==> src/hdl/clock_pkg.sv <==
// --------------------------------------------------
// Shared definitions for the digital clock
// Field widths and limits, mode and position codes,
// clock dividers and the six-digit display word.
// Divider values suit simulation; edit them here for a board
// --------------------------------------------------
`default_nettype none

package clock_pkg;

// Widths
localparam int FIELD_W    = 6;
localparam int DIGIT_W    = 4;
localparam int SEG_W      = 7;
localparam int NUM_DIGITS = 6;
localparam int MODE_W     = 2;
localparam int POS_W      = 2;

// Field limits
localparam logic [FIELD_W-1:0] SEC_MAX  = 59;
localparam logic [FIELD_W-1:0] MIN_MAX  = 59;
localparam logic [FIELD_W-1:0] HOUR_MAX = 23;

// Mode cycles CLOCK, SETUP, ALARM
localparam logic [MODE_W-1:0] MODE_CLOCK = 2'd0;
localparam logic [MODE_W-1:0] MODE_SETUP = 2'd1;
localparam logic [MODE_W-1:0] MODE_ALARM = 2'd2;

localparam logic [POS_W-1:0] POS_SEC  = 2'd0;
localparam logic [POS_W-1:0] POS_MIN  = 2'd1;
localparam logic [POS_W-1:0] POS_HOUR = 2'd2;

// Clocks per event
localparam int SEC_DIV    = 2000;
localparam int SAMPLE_DIV = 8;
localparam int SCAN_DIV   = 16;

localparam int SEC_CNT_W    = $clog2(SEC_DIV);
localparam int SAMPLE_CNT_W = $clog2(SAMPLE_DIV);
localparam int SCAN_CNT_W   = $clog2(SCAN_DIV);
localparam int DIGIT_SEL_W  = $clog2(NUM_DIGITS);

// Digit 0 is the seconds ones digit, digit 5 the hours tens digit
typedef union packed {
	logic [NUM_DIGITS-1:0][SEG_W-1:0] digit;
	struct packed {
		logic [2*SEG_W-1:0] hour;
		logic [2*SEG_W-1:0] min;
		logic [2*SEG_W-1:0] sec;
	} pair;
} hms_seg_u;

// Segments a..g, a in the MSB, active high
function automatic logic [SEG_W-1:0] seg_decode(input logic [DIGIT_W-1:0] num);
	case (num)
		4'd0:    return 7'b111_1110;
		4'd1:    return 7'b011_0000;
		4'd2:    return 7'b110_1101;
		4'd3:    return 7'b111_1001;
		4'd4:    return 7'b011_0011;
		4'd5:    return 7'b101_1011;
		4'd6:    return 7'b101_1111;
		4'd7:    return 7'b111_0000;
		4'd8:    return 7'b111_1111;
		4'd9:    return 7'b111_0011;
		default: return 7'b000_0000;
	endcase
endfunction

// Increment with wrap to 0 past the limit, no carry out
function automatic logic [FIELD_W-1:0] field_inc(
	input logic [FIELD_W-1:0] value,
	input logic [FIELD_W-1:0] limit
);
	return (value >= limit) ? '0 : value + 1'b1;
endfunction

endpackage

`default_nettype wire
==> src/hdl/clock_ctrl_if.sv <==
// --------------------------------------------------
// Control bundle from mode_ctrl to the time and
// alarm keepers: mode, position and one-cycle strobes
// --------------------------------------------------
`timescale 1ns/100ps
`default_nettype none

interface clock_ctrl_if
	import clock_pkg::*;
();

logic	[MODE_W-1:0]	mode;
logic	[POS_W-1:0]	position;
logic			inc_pulse;
logic			sec_tick;
logic			alarm_en;

modport ctrl (output mode, position, inc_pulse, sec_tick, alarm_en);

modport time_keeper (input mode, position, inc_pulse, sec_tick);

modport alarm_keeper (input mode, position, inc_pulse, alarm_en);

endinterface

`default_nettype wire

==> src/hdl/digital_clock_top.sv <==
// --------------------------------------------------
// Digital clock top level
// Four switches in: mode, position, increment and
// alarm enable. Multiplexed display and alarm flag out
// --------------------------------------------------
`timescale 1ns/100ps
`default_nettype none

module digital_clock_top
	import clock_pkg::*;
(
	input	logic				i_sw_mode,
	input	logic				i_sw_pos,
	input	logic				i_sw_inc,
	input	logic				i_sw_alarm,
	output	logic	[SEG_W-1:0]		o_seg,
	output	logic				o_seg_dp,
	output	logic	[NUM_DIGITS-1:0]	o_seg_enb,
	output	logic				o_alarm,
	input	logic				clk,
	input	logic				rst_n
);

clock_ctrl_if u_ctrl_if ();

logic	[FIELD_W-1:0]	time_sec;
logic	[FIELD_W-1:0]	time_min;
logic	[FIELD_W-1:0]	time_hour;
logic	[FIELD_W-1:0]	alarm_sec;
logic	[FIELD_W-1:0]	alarm_min;
logic	[FIELD_W-1:0]	alarm_hour;

mode_ctrl u_mode_ctrl (
	.i_sw_mode	(i_sw_mode),
	.i_sw_pos	(i_sw_pos),
	.i_sw_inc	(i_sw_inc),
	.i_sw_alarm	(i_sw_alarm),
	.ctrl		(u_ctrl_if.ctrl),
	.clk		(clk),
	.rst_n		(rst_n)
);

time_keeper u_time_keeper (
	.ctrl		(u_ctrl_if.time_keeper),
	.o_sec		(time_sec),
	.o_min		(time_min),
	.o_hour		(time_hour),
	.clk		(clk),
	.rst_n		(rst_n)
);

alarm_keeper u_alarm_keeper (
	.ctrl		(u_ctrl_if.alarm_keeper),
	.i_sec		(time_sec),
	.i_min		(time_min),
	.i_hour		(time_hour),
	.o_alarm_sec	(alarm_sec),
	.o_alarm_min	(alarm_min),
	.o_alarm_hour	(alarm_hour),
	.o_alarm	(o_alarm),
	.clk		(clk),
	.rst_n		(rst_n)
);

seg_display u_seg_display (
	.i_mode		(u_ctrl_if.mode),
	.i_sec		(time_sec),
	.i_min		(time_min),
	.i_hour		(time_hour),
	.i_alarm_sec	(alarm_sec),
	.i_alarm_min	(alarm_min),
	.i_alarm_hour	(alarm_hour),
	.o_seg		(o_seg),
	.o_seg_dp	(o_seg_dp),
	.o_seg_enb	(o_seg_enb),
	.clk		(clk),
	.rst_n		(rst_n)
);

endmodule

`default_nettype wire

==> src/hdl/seg_display.sv <==
// --------------------------------------------------
// Six-digit seven-segment display driver
// Shows the alarm time in ALARM mode and the clock
// otherwise; scans one digit at a time with active
// low enables and mode bits on the decimal points
// --------------------------------------------------
`timescale 1ns/100ps
`default_nettype none

module seg_display
	import clock_pkg::*;
(
	input	logic	[MODE_W-1:0]		i_mode,
	input	logic	[FIELD_W-1:0]		i_sec,
	input	logic	[FIELD_W-1:0]		i_min,
	input	logic	[FIELD_W-1:0]		i_hour,
	input	logic	[FIELD_W-1:0]		i_alarm_sec,
	input	logic	[FIELD_W-1:0]		i_alarm_min,
	input	logic	[FIELD_W-1:0]		i_alarm_hour,
	output	logic	[SEG_W-1:0]		o_seg,
	output	logic				o_seg_dp,
	output	logic	[NUM_DIGITS-1:0]	o_seg_enb,
	input	logic				clk,
	input	logic				rst_n
);

logic				show_alarm;
logic	[FIELD_W-1:0]		show_sec;
logic	[FIELD_W-1:0]		show_min;
logic	[FIELD_W-1:0]		show_hour;
hms_seg_u			frame;
logic	[NUM_DIGITS-1:0]	dp_vec;
logic	[SCAN_CNT_W-1:0]	scan_cnt;
logic	[DIGIT_SEL_W-1:0]	digit_sel;

// Tens pattern in the upper half, ones in the lower
function automatic logic [2*SEG_W-1:0] seg_pair(input logic [FIELD_W-1:0] field);
	logic [DIGIT_W-1:0] tens;
	logic [DIGIT_W-1:0] ones;
	tens = DIGIT_W'(field / FIELD_W'(10));
	ones = DIGIT_W'(field % FIELD_W'(10));
	return {seg_decode(tens), seg_decode(ones)};
endfunction

// --------------------------------------------------
// Frame build
// --------------------------------------------------
assign show_alarm = (i_mode == MODE_ALARM);
assign show_sec   = show_alarm ? i_alarm_sec : i_sec;
assign show_min   = show_alarm ? i_alarm_min : i_min;
assign show_hour  = show_alarm ? i_alarm_hour : i_hour;

always_comb begin
	frame.pair.sec  = seg_pair(show_sec);
	frame.pair.min  = seg_pair(show_min);
	frame.pair.hour = seg_pair(show_hour);
end

// Mode bit 0 on digit 0, bit 1 on digit 1
assign dp_vec = NUM_DIGITS'(i_mode);

// --------------------------------------------------
// Digit scan
// --------------------------------------------------
always_ff @(posedge clk or negedge rst_n) begin
	if (rst_n == 1'b0) begin
		scan_cnt  <= '0;
		digit_sel <= '0;
	end else if (scan_cnt == SCAN_CNT_W'(SCAN_DIV - 1)) begin
		scan_cnt  <= '0;
		if (digit_sel == DIGIT_SEL_W'(NUM_DIGITS - 1)) begin
			digit_sel <= '0;
		end else begin
			digit_sel <= digit_sel + 1'b1;
		end
	end else begin
		scan_cnt <= scan_cnt + 1'b1;
	end
end

assign o_seg_enb = ~(NUM_DIGITS'(1) << digit_sel);
assign o_seg     = frame.digit[digit_sel];
assign o_seg_dp  = dp_vec[digit_sel];

endmodule

`default_nettype wire

==> src/hdl/alarm_keeper.sv <==
// --------------------------------------------------
// Alarm setting and alarm flag
// Holds the alarm time, set field by field in ALARM
// mode, and raises o_alarm when the time matches it
// --------------------------------------------------
`timescale 1ns/100ps
`default_nettype none

module alarm_keeper
	import clock_pkg::*;
(
	clock_ctrl_if.alarm_keeper	ctrl,
	input	logic	[FIELD_W-1:0]	i_sec,
	input	logic	[FIELD_W-1:0]	i_min,
	input	logic	[FIELD_W-1:0]	i_hour,
	output	logic	[FIELD_W-1:0]	o_alarm_sec,
	output	logic	[FIELD_W-1:0]	o_alarm_min,
	output	logic	[FIELD_W-1:0]	o_alarm_hour,
	output	logic			o_alarm,
	input	logic			clk,
	input	logic			rst_n
);

logic		time_match;
logic		alarm_hit;

// --------------------------------------------------
// Alarm time
// --------------------------------------------------
always_ff @(posedge clk or negedge rst_n) begin
	if (rst_n == 1'b0) begin
		o_alarm_sec  <= '0;
		o_alarm_min  <= '0;
		o_alarm_hour <= '0;
	end else if ((ctrl.mode == MODE_ALARM) && ctrl.inc_pulse) begin
		case (ctrl.position)
			POS_SEC:  o_alarm_sec  <= field_inc(o_alarm_sec, SEC_MAX);
			POS_MIN:  o_alarm_min  <= field_inc(o_alarm_min, MIN_MAX);
			POS_HOUR: o_alarm_hour <= field_inc(o_alarm_hour, HOUR_MAX);
			default:  ;
		endcase
	end
end

// --------------------------------------------------
// Match and flag
// --------------------------------------------------
assign time_match = (i_sec == o_alarm_sec) &&
		    (i_min == o_alarm_min) &&
		    (i_hour == o_alarm_hour);

// Latches on a match, held until the alarm is switched off
always_ff @(posedge clk or negedge rst_n) begin
	if (rst_n == 1'b0) begin
		alarm_hit <= 1'b0;
	end else if (!ctrl.alarm_en) begin
		alarm_hit <= 1'b0;
	end else if (time_match) begin
		alarm_hit <= 1'b1;
	end
end

// Drops in the same cycle as alarm_en
assign o_alarm = alarm_hit & ctrl.alarm_en;

endmodule

`default_nettype wire

==> src/hdl/time_keeper.sv <==
// --------------------------------------------------
// Running time of day
// Counts seconds with carries into minutes and hours;
// in SETUP the selected field is stepped instead
// --------------------------------------------------
`timescale 1ns/100ps
`default_nettype none

module time_keeper
	import clock_pkg::*;
(
	clock_ctrl_if.time_keeper	ctrl,
	output	logic	[FIELD_W-1:0]	o_sec,
	output	logic	[FIELD_W-1:0]	o_min,
	output	logic	[FIELD_W-1:0]	o_hour,
	input	logic			clk,
	input	logic			rst_n
);

always_ff @(posedge clk or negedge rst_n) begin
	if (rst_n == 1'b0) begin
		o_sec  <= '0;
		o_min  <= '0;
		o_hour <= '0;
	end else if (ctrl.mode == MODE_SETUP) begin
		// Time stands still while it is being set
		if (ctrl.inc_pulse) begin
			case (ctrl.position)
				POS_SEC:  o_sec  <= field_inc(o_sec, SEC_MAX);
				POS_MIN:  o_min  <= field_inc(o_min, MIN_MAX);
				POS_HOUR: o_hour <= field_inc(o_hour, HOUR_MAX);
				default:  ;
			endcase
		end
	end else if (ctrl.sec_tick) begin
		o_sec <= field_inc(o_sec, SEC_MAX);
		if (o_sec >= SEC_MAX) begin
			o_min <= field_inc(o_min, MIN_MAX);
			// Hour carry only at xx:59:59
			if (o_min >= MIN_MAX) begin
				o_hour <= field_inc(o_hour, HOUR_MAX);
			end
		end
	end
end

endmodule

`default_nettype wire

==> src/hdl/mode_ctrl.sv <==
// --------------------------------------------------
// Clock controller
// Makes the second tick and the switch sample strobe,
// debounces the four switches and keeps the mode,
// edit position and alarm enable
// --------------------------------------------------
`timescale 1ns/100ps
`default_nettype none

module mode_ctrl
	import clock_pkg::*;
(
	input	logic		i_sw_mode,
	input	logic		i_sw_pos,
	input	logic		i_sw_inc,
	input	logic		i_sw_alarm,
	clock_ctrl_if.ctrl	ctrl,
	input	logic		clk,
	input	logic		rst_n
);

logic	[SEC_CNT_W-1:0]		sec_cnt;
logic	[SAMPLE_CNT_W-1:0]	sample_cnt;
logic				sample_stb;

logic				press_mode;
logic				press_pos;
logic				press_inc;
logic				press_alarm;

// --------------------------------------------------
// Dividers
// --------------------------------------------------
always_ff @(posedge clk or negedge rst_n) begin
	if (rst_n == 1'b0) begin
		sec_cnt       <= '0;
		ctrl.sec_tick <= 1'b0;
	end else if (sec_cnt == SEC_CNT_W'(SEC_DIV - 1)) begin
		sec_cnt       <= '0;
		ctrl.sec_tick <= 1'b1;
	end else begin
		sec_cnt       <= sec_cnt + 1'b1;
		ctrl.sec_tick <= 1'b0;
	end
end

always_ff @(posedge clk or negedge rst_n) begin
	if (rst_n == 1'b0) begin
		sample_cnt <= '0;
		sample_stb <= 1'b0;
	end else begin
		sample_stb <= (sample_cnt == SAMPLE_CNT_W'(SAMPLE_DIV - 1));
		if (sample_cnt == SAMPLE_CNT_W'(SAMPLE_DIV - 1)) begin
			sample_cnt <= '0;
		end else begin
			sample_cnt <= sample_cnt + 1'b1;
		end
	end
end

// --------------------------------------------------
// Switches
// --------------------------------------------------
switch_debounce u_db_mode (
	.i_sw		(i_sw_mode),
	.i_sample	(sample_stb),
	.o_press	(press_mode),
	.clk		(clk),
	.rst_n		(rst_n)
);

switch_debounce u_db_pos (
	.i_sw		(i_sw_pos),
	.i_sample	(sample_stb),
	.o_press	(press_pos),
	.clk		(clk),
	.rst_n		(rst_n)
);

switch_debounce u_db_inc (
	.i_sw		(i_sw_inc),
	.i_sample	(sample_stb),
	.o_press	(press_inc),
	.clk		(clk),
	.rst_n		(rst_n)
);

switch_debounce u_db_alarm (
	.i_sw		(i_sw_alarm),
	.i_sample	(sample_stb),
	.o_press	(press_alarm),
	.clk		(clk),
	.rst_n		(rst_n)
);

// --------------------------------------------------
// Mode, position and alarm enable
// --------------------------------------------------
always_ff @(posedge clk or negedge rst_n) begin
	if (rst_n == 1'b0) begin
		ctrl.mode     <= MODE_CLOCK;
		ctrl.position <= POS_SEC;
		ctrl.alarm_en <= 1'b0;
	end else begin
		if (press_mode) begin
			ctrl.mode <= (ctrl.mode >= MODE_ALARM) ? MODE_CLOCK : ctrl.mode + 1'b1;
		end
		if (press_pos) begin
			ctrl.position <= (ctrl.position >= POS_HOUR) ? POS_SEC : ctrl.position + 1'b1;
		end
		if (press_alarm) begin
			ctrl.alarm_en <= ~ctrl.alarm_en;
		end
	end
end

// Keepers decide by mode whether the press counts
assign ctrl.inc_pulse = press_inc;

endmodule

`default_nettype wire

==> src/hdl/switch_debounce.sv <==
// --------------------------------------------------
// Switch debouncer
// Samples the switch level on each sample strobe and
// gives a one-cycle press pulse on a low to high step
// --------------------------------------------------
`timescale 1ns/100ps
`default_nettype none

module switch_debounce
	import clock_pkg::*;
(
	input	logic	i_sw,
	input	logic	i_sample,
	output	logic	o_press,
	input	logic	clk,
	input	logic	rst_n
);

logic		sw_cur;
logic		sw_prev;
logic		sample_d;

// Bounce shorter than one sample period is never seen
always_ff @(posedge clk or negedge rst_n) begin
	if (rst_n == 1'b0) begin
		sw_cur   <= 1'b0;
		sw_prev  <= 1'b0;
		sample_d <= 1'b0;
	end else begin
		sample_d <= i_sample;
		if (i_sample) begin
			sw_cur  <= i_sw;
			sw_prev <= sw_cur;
		end
	end
end

// Only valid on the cycle right after a sample
assign o_press = sample_d & sw_cur & ~sw_prev;

endmodule

`default_nettype wire

==> config.mk <==
export PLATFORM = sky130hd
export DESIGN_NAME = digital_clock_top
export DESIGN_NICKNAME = d
export VERILOG_FILES = /design/src/hdl/clock_pkg.sv /design/src/hdl/clock_ctrl_if.sv /design/src/hdl/digital_clock_top.sv /design/src/hdl/seg_display.sv /design/src/hdl/alarm_keeper.sv /design/src/hdl/time_keeper.sv /design/src/hdl/mode_ctrl.sv /design/src/hdl/switch_debounce.sv
export SDC_FILE = /design/constraint.sdc
export NUM_CORES = 1
export LEC_CHECK = 0
export BUFFER_PORTS_ARGS = -buffer_cell sky130_fd_sc_hd__buf_2
export CORE_MARGIN = 1
export CORE_UTILIZATION = 35
export DETAILED_ROUTE_END_ITERATION = 7
export PLACE_DENSITY = 0.56
export SETUP_SLACK_MARGIN = 0.02
export SYNTH_ARGS = -nofsm -noshare
export SYNTH_HDL_FRONTEND = slang
export SYNTH_SLANG_ARGS = --single-unit
==> constraint.sdc <==
create_clock -name clk -period 4.6 [get_ports clk]
set_input_delay 0.46 -clock clk [delete_from_list [all_inputs] [get_ports clk]]
set_output_delay 0.46 -clock clk [all_outputs]
set_load 0.02 [all_outputs]
== Word-level counts from Yosys, hierarchy flattened ==
Memories as Yosys holds them, arrays and structs flattened.
Cells that the tools add are included.

* ROM bits: 672
* Input port bits: 6
* Register bits after elaboration: 74
* Memories kept: 6
* Output and inout port bits: 15

{| class="wikitable"
|+ Memory list
! memory !! words !! width !! rd ports !! clocked after Yosys merged registers in !! wr ports !! line !! text
|-
| (name not given) || 16 || 7 || 1 || 0 || 0 || clock_pkg.sv:55 || <nowiki>case (num)</nowiki>
|-
| (name not given) || 16 || 7 || 1 || 0 || 0 || clock_pkg.sv:55 ||
|-
| (name not given) || 16 || 7 || 1 || 0 || 0 || clock_pkg.sv:55 ||
|-
| (name not given) || 16 || 7 || 1 || 0 || 0 || clock_pkg.sv:55 ||
|-
| (name not given) || 16 || 7 || 1 || 0 || 0 || clock_pkg.sv:55 ||
|-
| (name not given) || 16 || 7 || 1 || 0 || 0 || clock_pkg.sv:55 ||
|}

* Equal/unequal tests: 16
* Bitwise logic cells: 15
* Shifts and indexed selects: 1
* Reduce and logical (&&, ||, !) cells: 13
* Add/sub/neg operators: 12
* Div/mod/pow operators: 6
* Muxes and demuxes: 37
* $lt $le $gt $ge: 9

{| class="wikitable"
|+ Operators by type and width
! cell !! number
|-
| 6-bit two-way mux || 24
|-
| 6-bit by 1-bit adder with 6-bit output (second input constant) || 6
|-
| 6-bit greater-or-equal comparator (second input constant) || 4
|-
| 7-bit binary-select mux with 3-bit select || 1
|-
| 6-bit by 4-bit divider with 6-bit output (second input constant) || 3
|-
| 6-bit equality test || 3
|-
| 6-bit by 4-bit remainder unit with 6-bit output (second input constant) || 3
|-
| 6-bit by 5-bit greater-or-equal comparator with 1-bit output (second input constant) || 2
|-
| 11-bit by 1-bit adder with 11-bit output (second input constant) || 1
|-
| 11-bit equality test (second input constant) || 1
|-
| 11-bit two-way mux || 1
|-
| 2-bit by 1-bit != test with 1-bit output (second input constant) || 5
|-
| 1-bit bitwise AND || 9
|-
| 7-bit two-way mux || 1
|-
| 3-bit by 1-bit adder with 3-bit output (second input constant) || 2
|-
| 3-bit equality test (second input constant) || 2
|-
| 3-bit two-way mux || 2
|-
| 6-bit inverter || 1
|-
| 2-bit AND reduction || 3
|-
| 2-bit nonzero test || 3
|-
| 1-bit by 3-bit << shifter with 6-bit output (first input constant) || 1
|-
| 1-bit inverter || 5
|-
| 5-bit AND reduction || 1
|-
| 2-bit by 1-bit adder with 2-bit output (second input constant) || 2
|-
| 14 further kinds || 23
|}

== Logic depth before layout (Yosys ltp) ==
Gate-level depths: netlist of the first run.

* Word-level depth: 6
* Gate-level depth with buffers: 18

== By module ==
A second synthesis of the first run with hierarchy kept.

* Cell total of the unflattened synthesis: 706
* Area, all modules: 6482.5 µm²

{| class="wikitable"
|+ Modules (own cells, without submodules)
! module !! instances !! area an instance (µm²) !! cells each !! sequential area each (µm²)
|-
| seg_display || 1 || 2899.0 || 382 || 175.2
|-
| alarm_keeper || 1 || 1208.7 || 124 || 475.5
|-
| time_keeper || 1 || 1046.0 || 100 || 450.4
|-
| mode_ctrl || 1 || 903.4 || 76 || 525.5
|-
| switch_debounce || 4 || 106.4 || 6 || 75.1
|}

== Worst setup path after synthesis of the first run ==
No wires, ideal clock.

* Path type: register -> output
* From: register u_mode_ctrl.ctrl.mode[0]
* To: output o_seg[6]
* Stages on the path, launching flop included: 15
* Path buffers: 2
* Path slack: 739 ps
* Data arrival time: 3401 ps
* Cells stage by stage: dfrtp_1 -> nand2b_4 -> buf_6 -> mux2i_2 -> nor2_1 -> a211oi_1 -> a21oi_1 -> ha_1 -> a211oi_1 -> a211oi_1 -> nor3_1 -> buf_2 -> mux2i_1 -> a21oi_1 -> a311oi_1

* Cells in the longest elaborated chain, start to end: 6
* Elaborated cells on any way between the ends: 18
* Those cells by class: div (6); eq/ne (1); mux (5); memory (6)

{| class="wikitable"
|+ RTL lines
! element !! line !! text
|-
| from (decl) || clock_ctrl_if.sv:18 || <nowiki>modport ctrl (output mode, position, inc_pulse, sec_tick, alarm_en);</nowiki>
|-
| from (signal assigned) || mode_ctrl.sv:106 || <nowiki>ctrl.mode <= (ctrl.mode >= MODE_ALARM) ? MODE_CLOCK : ctrl.mode + 1'b1;</nowiki>
|-
| 2-bit equality test (*) || seg_display.sv:48 || <nowiki>assign show_alarm = (i_mode == MODE_ALARM);</nowiki>
|-
| 6-bit two-way mux, on equally long branches || seg_display.sv:49, seg_display.sv:50, seg_display.sv:51 ||
|-
| 6-bit by 4-bit remainder unit with 6-bit output or 6-bit by 4-bit divider with 6-bit output (tied branches) || seg_display.sv:41, seg_display.sv:40 ||
|-
| memory read 16 x 7 bit || n/a ||
|-
| 7-bit binary-select mux with 3-bit select (*) || seg_display.sv:82 || <nowiki>assign o_seg = frame.digit[digit_sel];</nowiki>
|-
| 7-bit two-way mux (implied by the code) (*) || seg_display.sv:82 ||
|-
| to (decl) || digital_clock_top.sv:16 || <nowiki>output logic [SEG_W-1:0] o_seg,</nowiki>
|}

Mark *: on every way between the ends. The rest lies on a longest branch, timed or not. The select of a mux whose other input is x is not followed.

== Worst setup path in the final report of the first run ==
* From: register u_mode_ctrl.ctrl.mode[1]
* To: output o_seg[6]

The elaborated chain is that of the path after synthesis.

==> summary.md, run 1 <==
| Metric | Value |
|---|---|
| Worst setup SP type | `register` |
| Critical path required time | `4.14 ns` |
| Measured slew at the worst slew-check pin | `0.995 ns` |
| WS Path Type | `reg2out` |
| Hpwl dp | `11,200 um` |
| Util after Layout | `40.1%` |
| Syn Inst Count | `702` |
| Worst R2R Path Depth | `9` |
| Switch share | `27.9%` |
| ANT cells | `0` |
| CTS tree | `built` |
| Psw | `0.462 mW` |
| DIE AREA | `18,000 um^2` |
| Final WS setup | `0.157 ns` |
| Syn nets | `750` |
| Final min period | `4.44 ns` |
| CP Cell Sequence | `nand2b_4 > buf_4 > mux2i_1 > mux2i_1 > ha_1 > and3b_1 > o21ai_1 > nand2_4 > o21bai_1 > a221oi_2 > a311oi_1 > a311oi_1 > buf_2` |
| Initial Util | `36.3%` |
| Fin. max-slew vios | `0` |
| Unrepaired setup endpoints after global routing | `yes` |
| Yosys reg bits | `74` |
| Commonest non-fill, non-tap cell in the layout | `dfrtp_1` |
| Nature of the critical path endpoint | `output pin` |
| Core area | `16,800 um^2` |
| Clk sink count | `74` |
| I/O Buffers | `20` |
| Reg clk slew, reported paths | `0.06 ns` |
| Setup TNS | `0 ns` |
| Sequential area share after synthesis | `30.3%` |
| First-pass GRT wire length | `24,700 um` |
| Initial antenna violation count | `0` |
| Post-Syn Area | `6100 um^2` |
| Vias in the first global route | `4,840` |
| Netlist cell types | `79` |
| Worst slack at placement | `0.367 ns` |
| DRT Pass-1 Iters | `5` |
| Post-synth EDFFs | `0` |
| Mapped Avg Cell Area | `8.69 um^2` |
| Synth-to-layout area growth | `10.5%` |
| CP delay by family, top | `compound AO/OA/AOI/OAI gates` |
| WP data arrival | `3.98 ns` |
| CTS Buf Count | `9` |
| Status | `finished, final reports clean` |
| Synth warn | `0` |
| Hold violation total from the final report | `0` |
| Share of post-route cells with drive strength above 1 | `13.0%` |
| DR vias/cell | `5.56` |
| Post-CTS Hold Fix Bufs | `0` |
| Reg-to-Reg Start | `u_time_keeper.o_sec[0]` |
| GRT overflow | `0` |
| Die Span Y | `134 um` |
| Final period utilization | `96.6%` |
| Gr usage total | `17.3%` |
| Antenna-violating nets left | `0` |
| Max Clock Freq | `225 MHz` |
| Primary FF master, synth | `dfrtp_1` |
| FF-to-FF End | `u_time_keeper.o_hour[4]` |
| Finish-stage setup viols | `0` |
| Via Count | `5,213` |
| Root cell of the clock tree | `clkbuf_16` |
| Sequential cell fraction of total power | `42.5%` |
| Clock Latency Late Sink | `0.35 ns` |
| Slew headroom | `33.1%` |
| Clk pwr share | `42.7%` |
| IO Pins | `21` |
| Fraction of registers with async set/reset | `100%` |
| Row count | `47` |
| Hold WC Path Type | `in2async` |
| Most frequent cells in the layout | `73 x dfrtp_1, 56 x nand2_1, 54 x nor2_1, 51 x o21ai_0` |
| Power density over the cells | `246 nW/um^2` |
| Setup Skew | `0.0109 ns` |
| H-Tree Level Count | `3` |
| Drt initial violations | `325` |
| Crit path max-delay cell type | `dfrtp_2` |
| Peak VDD IR | `285 uV` |
| Drt total wl | `15,100 um` |
| Wire per inst | `16.1 um` |
| Worst Setup SP | `u_mode_ctrl.ctrl.mode[1]` |
| Die Wd | `134 um` |
| CP max FO | `15` |
| P_int | `1.20 mW` |
| Max Root-Sink Buffers | `2` |
| Final Wtd Congestion | `0.878` |
| Crit path largest cell delay | `0.50 ns` |
| Nets | `760` |
| DRC viols | `0` |
| Largest net degree at the start of global routing | `75` |
| Final Hold Slack | `0.251 ns` |
| Comb pwr share | `14.8%` |
| Max-cap viol count | `0` |
| Critical path buffer and inverter count | `2` |
| Reg-to-reg setup timing slack | `2.37 ns` |
| LEAKAGE | `2.84 nW` |
-- registers in the layout, summed over array words and instances, names as in the netlist, 3 cells and up --
register / cells
u_alarm_keeper.o_alarm_hour: 6
u_alarm_keeper.o_alarm_min: 6
u_alarm_keeper.o_alarm_sec: 6
u_mode_ctrl.sample_cnt: 3
u_mode_ctrl.sec_cnt: 11
u_seg_display.digit_sel: 3
u_seg_display.scan_cnt: 4
u_time_keeper.o_hour: 6
u_time_keeper.o_min: 6
u_time_keeper.o_sec: 6
-- cells in the mapped netlist (5+ instances only) --
library cell,count,area (um^2)
a21o_1,5,37.5
a21oi_1,43,215
a311oi_1,5,43.8
a31o_2,5,43.8
a31oi_1,11,68.8
and3_1,7,43.8
buf_2,5,25.0
clkbuf_1,23,86.3
dfrtp_1,74,1850
ha_1,42,526
inv_1,40,150
mux2_2,20,225
mux2i_1,24,240
nand2_1,56,210
nand2b_1,11,68.8
nand3_1,19,95.1
nand4_1,15,93.8
nor2_1,54,203
nor2b_1,7,43.8
nor3_1,12,60.1
nor4bb_1,9,90.1
o211ai_1,5,37.5
o21a_1,6,45.0
o21ai_0,51,255
o22ai_1,9,56.3
o31ai_1,13,97.6
xnor2_1,30,263
xor2_1,10,87.6
-- metrics by stage --
step           area [um^2]  cells  power, mW
6_report              6750    937       1.66
5_1_grt               6750    937       1.74
4_1_cts               6660    930       1.66
3_5_place_dp          6360    914      0.947
3_3_place_gp          6360    914      0.942
2_1_floorplan         6100    702      0.888
-- area by class of cell --
cell class                      count  area (um^2)
Timing Repair Buffer               33          204
Clock inverter                      5         63.8
Fill cell                        1739        10100
Tap cell                          220          275
Multi-Input combinational cell    552         3960
Inverter                           42          158
Sequential cell                    74         1850
Clock buffer                       11          233
-- power groups by stage --
| stage | combinational [mW] | clock (mW) | sequential, mW |
|---|---|---|---|
| 4_1_cts | 0.234 | 0.726 | 0.705 |
| 5_1_grt | 0.269 | 0.759 | 0.711 |
| 2_1_floorplan | 0.188 | 0 | 0.700 |
| 3_3_place_gp | 0.226 | 0 | 0.716 |
| 6_report | 0.245 | 0.708 | 0.706 |
| 3_5_place_dp | 0.230 | 0 | 0.717 |
-- cell families after synthesis --
group           synth area share [%]
xor+xnor                        5.74
simple gates                    18.0
flops                           30.3
compound gates                  22.6
mux                             9.35
buf+inv                         5.29
fa+ha+maj                       8.77
-- worst max-delay path by stage --
stage	end	cells past startpoint
2_1_floorplan	o_seg[6]	14
3_5_place_dp	o_seg[6]	13
3_3_place_gp	o_seg[6]	13
5_1_grt	o_seg[6]	13
4_1_cts	o_seg[6]	13
6_report	o_seg[6]	13
-- layer usage --
| layer | track usage, % | part of all wire [%] | routed length, um | up-vias |
|---|---|---|---|---|
| met2 | 27.3 | 46 | 6980 | 111 |
| met1 | 23.4 | 48 | 7290 | 2494 |
| met4 | 6.74 | 2.0 | 306 | 0 |
| met5 | 0 | 0 | 0 | - |
| met3 | 2.95 | 3.4 | 512 | 20 |
| li1 | - | - | - | 2588 |
-- what timing repair did --
action | 4_1_cts | 5_1_grt
resized for setup | 1 | 6
endpoints found under the setup margin | 2 | 7
buffers inserted | 0 | 7
Note: power is estimated with default switching activity, not from simulation.
==> run 2, diff against run 1 <==
PLACE_DENSITY = default   (was 0.56)
==> run 2 against run 1 <==
  * Register-to-register slack got worse by 0.09 ns
  * Design area shrank 0.43%
  * Maximum frequency is 1.5% higher
  * Clock-buffer cell count decreased by 2
  * Sequential cell count did not move
  * Critical path depth stayed put
  * Hold slack improved by 0.011 ns
  * Routed wire length decreased by 5.4%
  * Final cell count shrank 0.53%
  * Sequential share of layout area is 0.099 points higher
  * Critical path type unchanged
==> summary.md, run 2 (synthesized netlist as in run 1, its figures left out) <==
| Metric | Value |
|---|---|
| Setup TNS | `0 ns (unchanged)` |
| Reg clk slew, reported paths | `0.07 ns (about the same)` |
| Clock Latency Late Sink | `0.35 ns (about the same)` |
| DRT Pass-1 Iters | `5 (unchanged)` |
| Measured slew at the worst slew-check pin | `0.966 ns (-0.0295 ns)` |
| Critical path required time | `4.14 ns (about the same)` |
| First-pass GRT wire length | `24,200 um (-2.0%)` |
| Overall power | `1.72 mW (+3.6%)` |
| Die Wd | `134 um (unchanged)` |
| Drt total wl | `14,300 um (-5.4%)` |
| Hold WC Path Type | `in2async` |
| Nature of the critical path endpoint | `output pin` |
| I/O Buffers | `20 (unchanged)` |
| WS Path Type | `reg2out` |
| Reg with most FFs | `u_mode_ctrl.sec_cnt` |
| Hold violation total from the final report | `0 (unchanged)` |
| Via Count | `5,109 (-2.0%)` |
| Final period utilization | `95.1% (-1.4 points)` |
| Core area | `16,800 um^2 (unchanged)` |
| Root cell of the clock tree | `clkbuf_16` |
| Hpwl dp | `10,500 um (-6.4%)` |
| Wire per inst | `15.3 um (-4.9%)` |
| Die Span Y | `134 um (unchanged)` |
| IO Pins | `21 (unchanged)` |
| DP Cell Count | `916 (+0.22%)` |
| Initial antenna violation count | `0 (unchanged)` |
| DR vias/cell | `5.48 (-1.5%)` |
| Drt initial violations | `415 (+28%)` |
| Max Root-Sink Buffers | `2 (unchanged)` |
| Status | `finished, final reports clean` |
| Largest net degree at the start of global routing | `75 (unchanged)` |
| Max-cap viol count | `0 (unchanged)` |
| LEAKAGE | `2.84 nW (about the same)` |
| Share of post-route cells with drive strength above 1 | `12.2% (-0.75 points)` |
| Clk sink count | `74 (unchanged)` |
| CTS Buf Count | `9 (unchanged)` |
| Gr usage total | `16.9% (-0.41 points)` |
| CTS tree | `built` |
| CP max FO | `25 (+10)` |
| Fin. max-slew vios | `0 (unchanged)` |
| Post-CTS Hold Fix Bufs | `0 (unchanged)` |
| ANT cells | `0 (unchanged)` |
| Util after Layout | `39.9% (-0.17 points)` |
| Non-Filler Instances | `932 (-0.53%)` |
| Slew headroom | `35.6% (+2.5 points)` |
| GRT overflow | `0 (unchanged)` |
| Initial Util | `36.3% (unchanged)` |
| Final min period | `4.38 ns (-0.0663 ns)` |
| Commonest non-fill, non-tap cell in the layout | `dfrtp_1` |
| Power density over the cells | `256 nW/um^2 (+4.0%)` |
| Worst setup SP type | `register` |
| Row count | `47 (unchanged)` |
| Unrepaired setup endpoints after global routing | `yes` |
| WP data arrival | `3.92 ns (-0.06 ns)` |
| DRC viols | `0 (unchanged)` |
| Final Wtd Congestion | `0.872 (-0.63%)` |
| Most frequent cells in the layout | `74 x dfrtp_1, 56 x nand2_1, 54 x nor2_1, 51 x o21ai_0, 43 x a21oi_1` |
| Nets | `755 (-0.66%)` |
| Finish-stage setup viols | `0 (unchanged)` |
| Final Hold Slack | `0.261 ns (+0.0106 ns)` |
| Antenna-violating nets left | `0 (unchanged)` |
| H-Tree Level Count | `3 (unchanged)` |
| Max Clock Freq | `228 MHz (+1.5%)` |
| Setup Skew | `0.0103 ns (-0.000537 ns)` |
| Synth-to-layout area growth | `10.1%` |
| Vias in the first global route | `4,722 (-2.4%)` |
| Peak VDD IR | `175 uV (-39%)` |
| DIE AREA | `18,000 um^2 (unchanged)` |
| Max reg flops | `11 (unchanged)` |
[run 2: final cells by class]
| cell class | count | area (um^2) |
|---|---|---|
| fill | 1744 | 10100 |
| sequential | 74 | 1850 |
| clock buffer | 9 | 225 |
| tap | 220 | 275 |
| clock inverter | 7 | 101 |
| timing repair buffer | 28 | 163 |
| multi-input combinational | 552 | 3940 |
| inverter | 42 | 158 |
[run 2: per-layer routing]
| metal | wire length, um | track usage [%] |
|---|---|---|
| met3 | 470 | 3.33 |
| met1 | 7350 | 24.1 |
| met2 | 6320 | 26.0 |
| met4 | 129 | 4.00 |
| met5 | 0 | 0 |
[run 2: where the power goes]
part           internal [mW]  switching [mW]  total [mW]
logic                 0.0949           0.146       0.241
clock network          0.480           0.293       0.773
registers              0.673          0.0313       0.704
total                   1.25           0.470        1.72
[run 2: stage by stage]
step	worst slack [ns]	cell area, um^2
after global routing	-0.0126	6720
after CTS	0.245	6700
after floorplan	0.739	6100
after global placement	0.658	6380
final	0.223	6720
after detailed placement	0.636	6380
[run 2: final timing paths]
path,start,to,slack (ns),cells past startpoint
setup / recovery,u_mode_ctrl.ctrl.mode[0],o_seg[6],0.22,13
min in group clk,i_sw_inc,u_mode_ctrl.u_db_inc.sw_cur,0.35,2
max in group asynchronous,rst_n,u_alarm_keeper.o_alarm_min[1],3.70,1
setup reg to reg,u_time_keeper.o_sec[0],u_time_keeper.o_hour[4],2.28,9
hold / removal,rst_n,u_time_keeper.o_hour[1],0.26,1
hold reg to reg,u_mode_ctrl.sample_cnt[0],u_mode_ctrl.sample_cnt[0],0.44,1
[run 2: repair_timing]
action | in CTS | in global routing
gates resized for setup | 0 | 2
setup buffers | 0 | 0
endpoints found under the setup margin | 0 | 3
[run 2: critical path, cell delays in order (launching register included)]
cell and delay [ns]:
dfrtp_1 0.37, nand2b_4 0.32, a31oi_2 0.48, mux2i_1 0.14
mux2i_1 0.30, ha_1 0.32, and4b_1 0.25, a221oi_4 0.28
nand2_4 0.11, o21bai_1 0.19, a221oi_2 0.27, a311oi_1 0.13
a311oi_1 0.21, buf_2 0.20
==> run 3, diff against run 2 <==
CORE_ASPECT_RATIO = 0.75   (was default)
CTS_CLUSTER_DIAMETER = 50   (was default)
==> run 3 against run 2 <==
  * Core utilization is 0.25 points lower
  * Register-to-register slack worse by 0.20 ns
  * Worst setup slack better by 0.052 ns
  * Largest power group is now sequential cells
==> summary.md, run 3 (synthesized netlist as in run 1, its figures left out) <==
| Metric | Value |
|---|---|
| Clk sink count | `74 (unchanged)` |
| Die Span Y | `116 um (-13%)` |
| Gr usage total | `16.9% (+0.056 points)` |
| Nets | `756 (+0.13%)` |
| Reg with most FFs | `u_mode_ctrl.sec_cnt` |
| Hold WC Path Type | `in2async` |
| Initial Util | `36.1% (-0.24 points)` |
| Critical path required time | `4.14 ns (about the same)` |
| DRC viols | `0 (unchanged)` |
| CTS tree | `built` |
| Die Wd | `154 um (+15%)` |
| Wire per inst | `15.6 um (+2.1%)` |
| Reg clk slew, reported paths | `0.07 ns (about the same)` |
| Clock Latency Late Sink | `0.34 ns (about the same)` |
| CP max FO | `14 (-44%)` |
| Hold violation total from the final report | `0 (unchanged)` |
| LEAKAGE | `2.83 nW (-0.43%)` |
| CTS Buf Count | `9 (unchanged)` |
| Largest net degree at the start of global routing | `75 (unchanged)` |
| Max Root-Sink Buffers | `2 (unchanged)` |
| Power density over the cells | `244 nW/um^2 (-4.7%)` |
| Share of post-route cells with drive strength above 1 | `12.8% (+0.54 points)` |
| Fin. max-slew vios | `0 (unchanged)` |
| Max-cap viol count | `0 (unchanged)` |
| GRT overflow | `0 (unchanged)` |
| Hpwl dp | `10,500 um (+0.26%)` |
| I/O Buffers | `20 (unchanged)` |
| Finish-stage setup viols | `0 (unchanged)` |
| Most frequent cells in the layout | `74 x dfrtp_1, 56 x nand2_1, 54 x nor2_1, 51 x o21ai_0, 43 x a21oi_1` |
| Via Count | `5,174 (+1.3%)` |
| Final period utilization | `94.0% (-1.1 points)` |
| Critical Path End | `o_seg[6]` |
| Reg-to-reg setup timing slack | `2.08 ns (-0.20 ns)` |
| Area of the multi-input gates | `3980 um^2 (+0.98%)` |
| Vias in the first global route | `4,706 (-0.34%)` |
| Worst R2R Path Depth | `9 (unchanged)` |
| Max reg flops | `11 (unchanged)` |
| Peak VDD IR | `151 uV (-14%)` |
| Setup TNS | `0 ns (unchanged)` |
| ANT cells | `0 (unchanged)` |
| Status | `finished, final reports clean` |
| DIE AREA | `18,000 um^2 (about the same)` |
| Drt total wl | `14,500 um (+1.7%)` |
| Register area | `1850 um^2 (unchanged)` |
| Initial antenna violation count | `0 (unchanged)` |
| H-Tree Level Count | `3 (unchanged)` |
| FF-to-FF End | `u_time_keeper.o_hour[4]` |
| Slew headroom | `25.2% (-10 points)` |
| Nature of the critical path endpoint | `output pin` |
| Antenna-violating nets left | `0 (unchanged)` |
| DR vias/cell | `5.58 (+1.7%)` |
| WS Path Type | `reg2out` |
| DP Cell Count | `911 (-0.55%)` |
| Measured slew at the worst slew-check pin | `1.11 ns (+0.146 ns)` |
| Reg-to-Reg Start | `u_time_keeper.o_sec[0]` |
| Row count | `41 (-13%)` |
| Non-Filler Instances | `928 (-0.43%)` |
| Core area | `16,900 um^2 (+0.65%)` |
| IO Pins | `21 (unchanged)` |
| Layout fillers | `1,686 (-3.3%)` |
| Final min period | `4.32 ns (-0.0521 ns)` |
| Setup Skew | `0.0102 ns (-0.000162 ns)` |
| WP data arrival | `3.86 ns (-0.06 ns)` |
| Root cell of the clock tree | `clkbuf_16` |
| Final Wtd Congestion | `0.873 (about the same)` |
| Unrepaired setup endpoints after global routing | `yes` |
| DRT Pass-1 Iters | `7 (+2)` |
| Final Hold Slack | `0.272 ns (+0.0107 ns)` |
| Drt initial violations | `400 (-3.6%)` |
| Synth-to-layout area growth | `10.1% (about the same)` |
| Commonest non-fill, non-tap cell in the layout | `dfrtp_1` |
| Worst Setup SP | `u_mode_ctrl.ctrl.mode[1]` |
| Worst setup SP type | `register` |
| First-pass GRT wire length | `24,300 um (+0.48%)` |
| Max Clock Freq | `231 MHz (+1.2%)` |
## run 3: cell types whose count changed in the layout (fill, tap and decap cells not counted), sizes merged
cell	delta
clkinv	+3
bufinv	-1
inv	-2
nand2b	+1
## run 3: how the worst min path moves through the flow
stage	end	slack [ns]	depth (start not counted)
2_1_floorplan	u_alarm_keeper.alarm_hit	0.16	0
3_5_place_dp	u_mode_ctrl.sample_cnt[0]	0.42	1
5_1_grt	u_time_keeper.o_min[2]	0.35	1
3_3_place_gp	u_mode_ctrl.sample_cnt[0]	0.42	1
6_report	u_alarm_keeper.o_alarm_min[0]	0.27	1
4_1_cts	u_time_keeper.o_min[2]	0.31	1
## run 3: area by class of cell
class / instances / area share [%]
tap: 215 / 4.00
clock inverter: 7 / 1.04
sequential: 74 / 27.6
clock buffer: 9 / 3.35
timing repair buffer: 28 / 2.42
inverter: 42 / 2.35
multi-input combinational: 553 / 59.3
## run 3: critical path, cell delays in order (launching register included)
cell      delay (ns)
dfrtp_1         0.41
buf_4           0.21
nor4bb_2        0.40
a31oi_4         0.11
xnor2_1         0.17
mux2i_2         0.27
ha_2            0.30
and3b_1         0.19
o21ai_1         0.31
nand2_4         0.12
o21bai_1        0.18
a221oi_2        0.29
nand2_1         0.10
a311oi_1        0.26
buf_2           0.21
## run 3: metrics by stage
| step | util, % | worst slack [ns] | total power, mW | cell area (um^2) |
|---|---|---|---|---|
| 3_3_place_gp | 37.6 | 0.646 | 0.943 | 6370 |
| 4_1_cts | 39.4 | 0.165 | 1.65 | 6670 |
| 6_report | 39.7 | 0.275 | 1.64 | 6720 |
| 5_1_grt | 39.7 | 0.00689 | 1.71 | 6720 |
| 3_5_place_dp | 37.6 | 0.556 | 0.943 | 6370 |
| 2_1_floorplan | - | 0.739 | 0.888 | 6100 |
## run 3: metal layers
metal / wire length, um / global-route usage, % / up-vias / share of wire [%]
met1: 7610 / 25.2 / 2460 / 52
met5: 0 / 0 / - / 0
met3: 630 / 2.89 / 14 / 4.3
met4: 148 / 4.16 / 0 / 1.0
li1: - / - / 2578 / -
met2: 6110 / 25.2 / 122 / 42
## run 3: repair_timing
item | in CTS | in global routing
setup buffers | 0 | 0
endpoints found under the setup margin | 0 | 5
resized for setup | 0 | 7
hold buffers | 0 | 0
## run 3: power breakdown
group | total (mW) | switching [mW] | internal [mW]
combinational | 0.235 | 0.140 | 0.0949
sequential | 0.703 | 0.0303 | 0.673
clock | 0.700 | 0.281 | 0.419
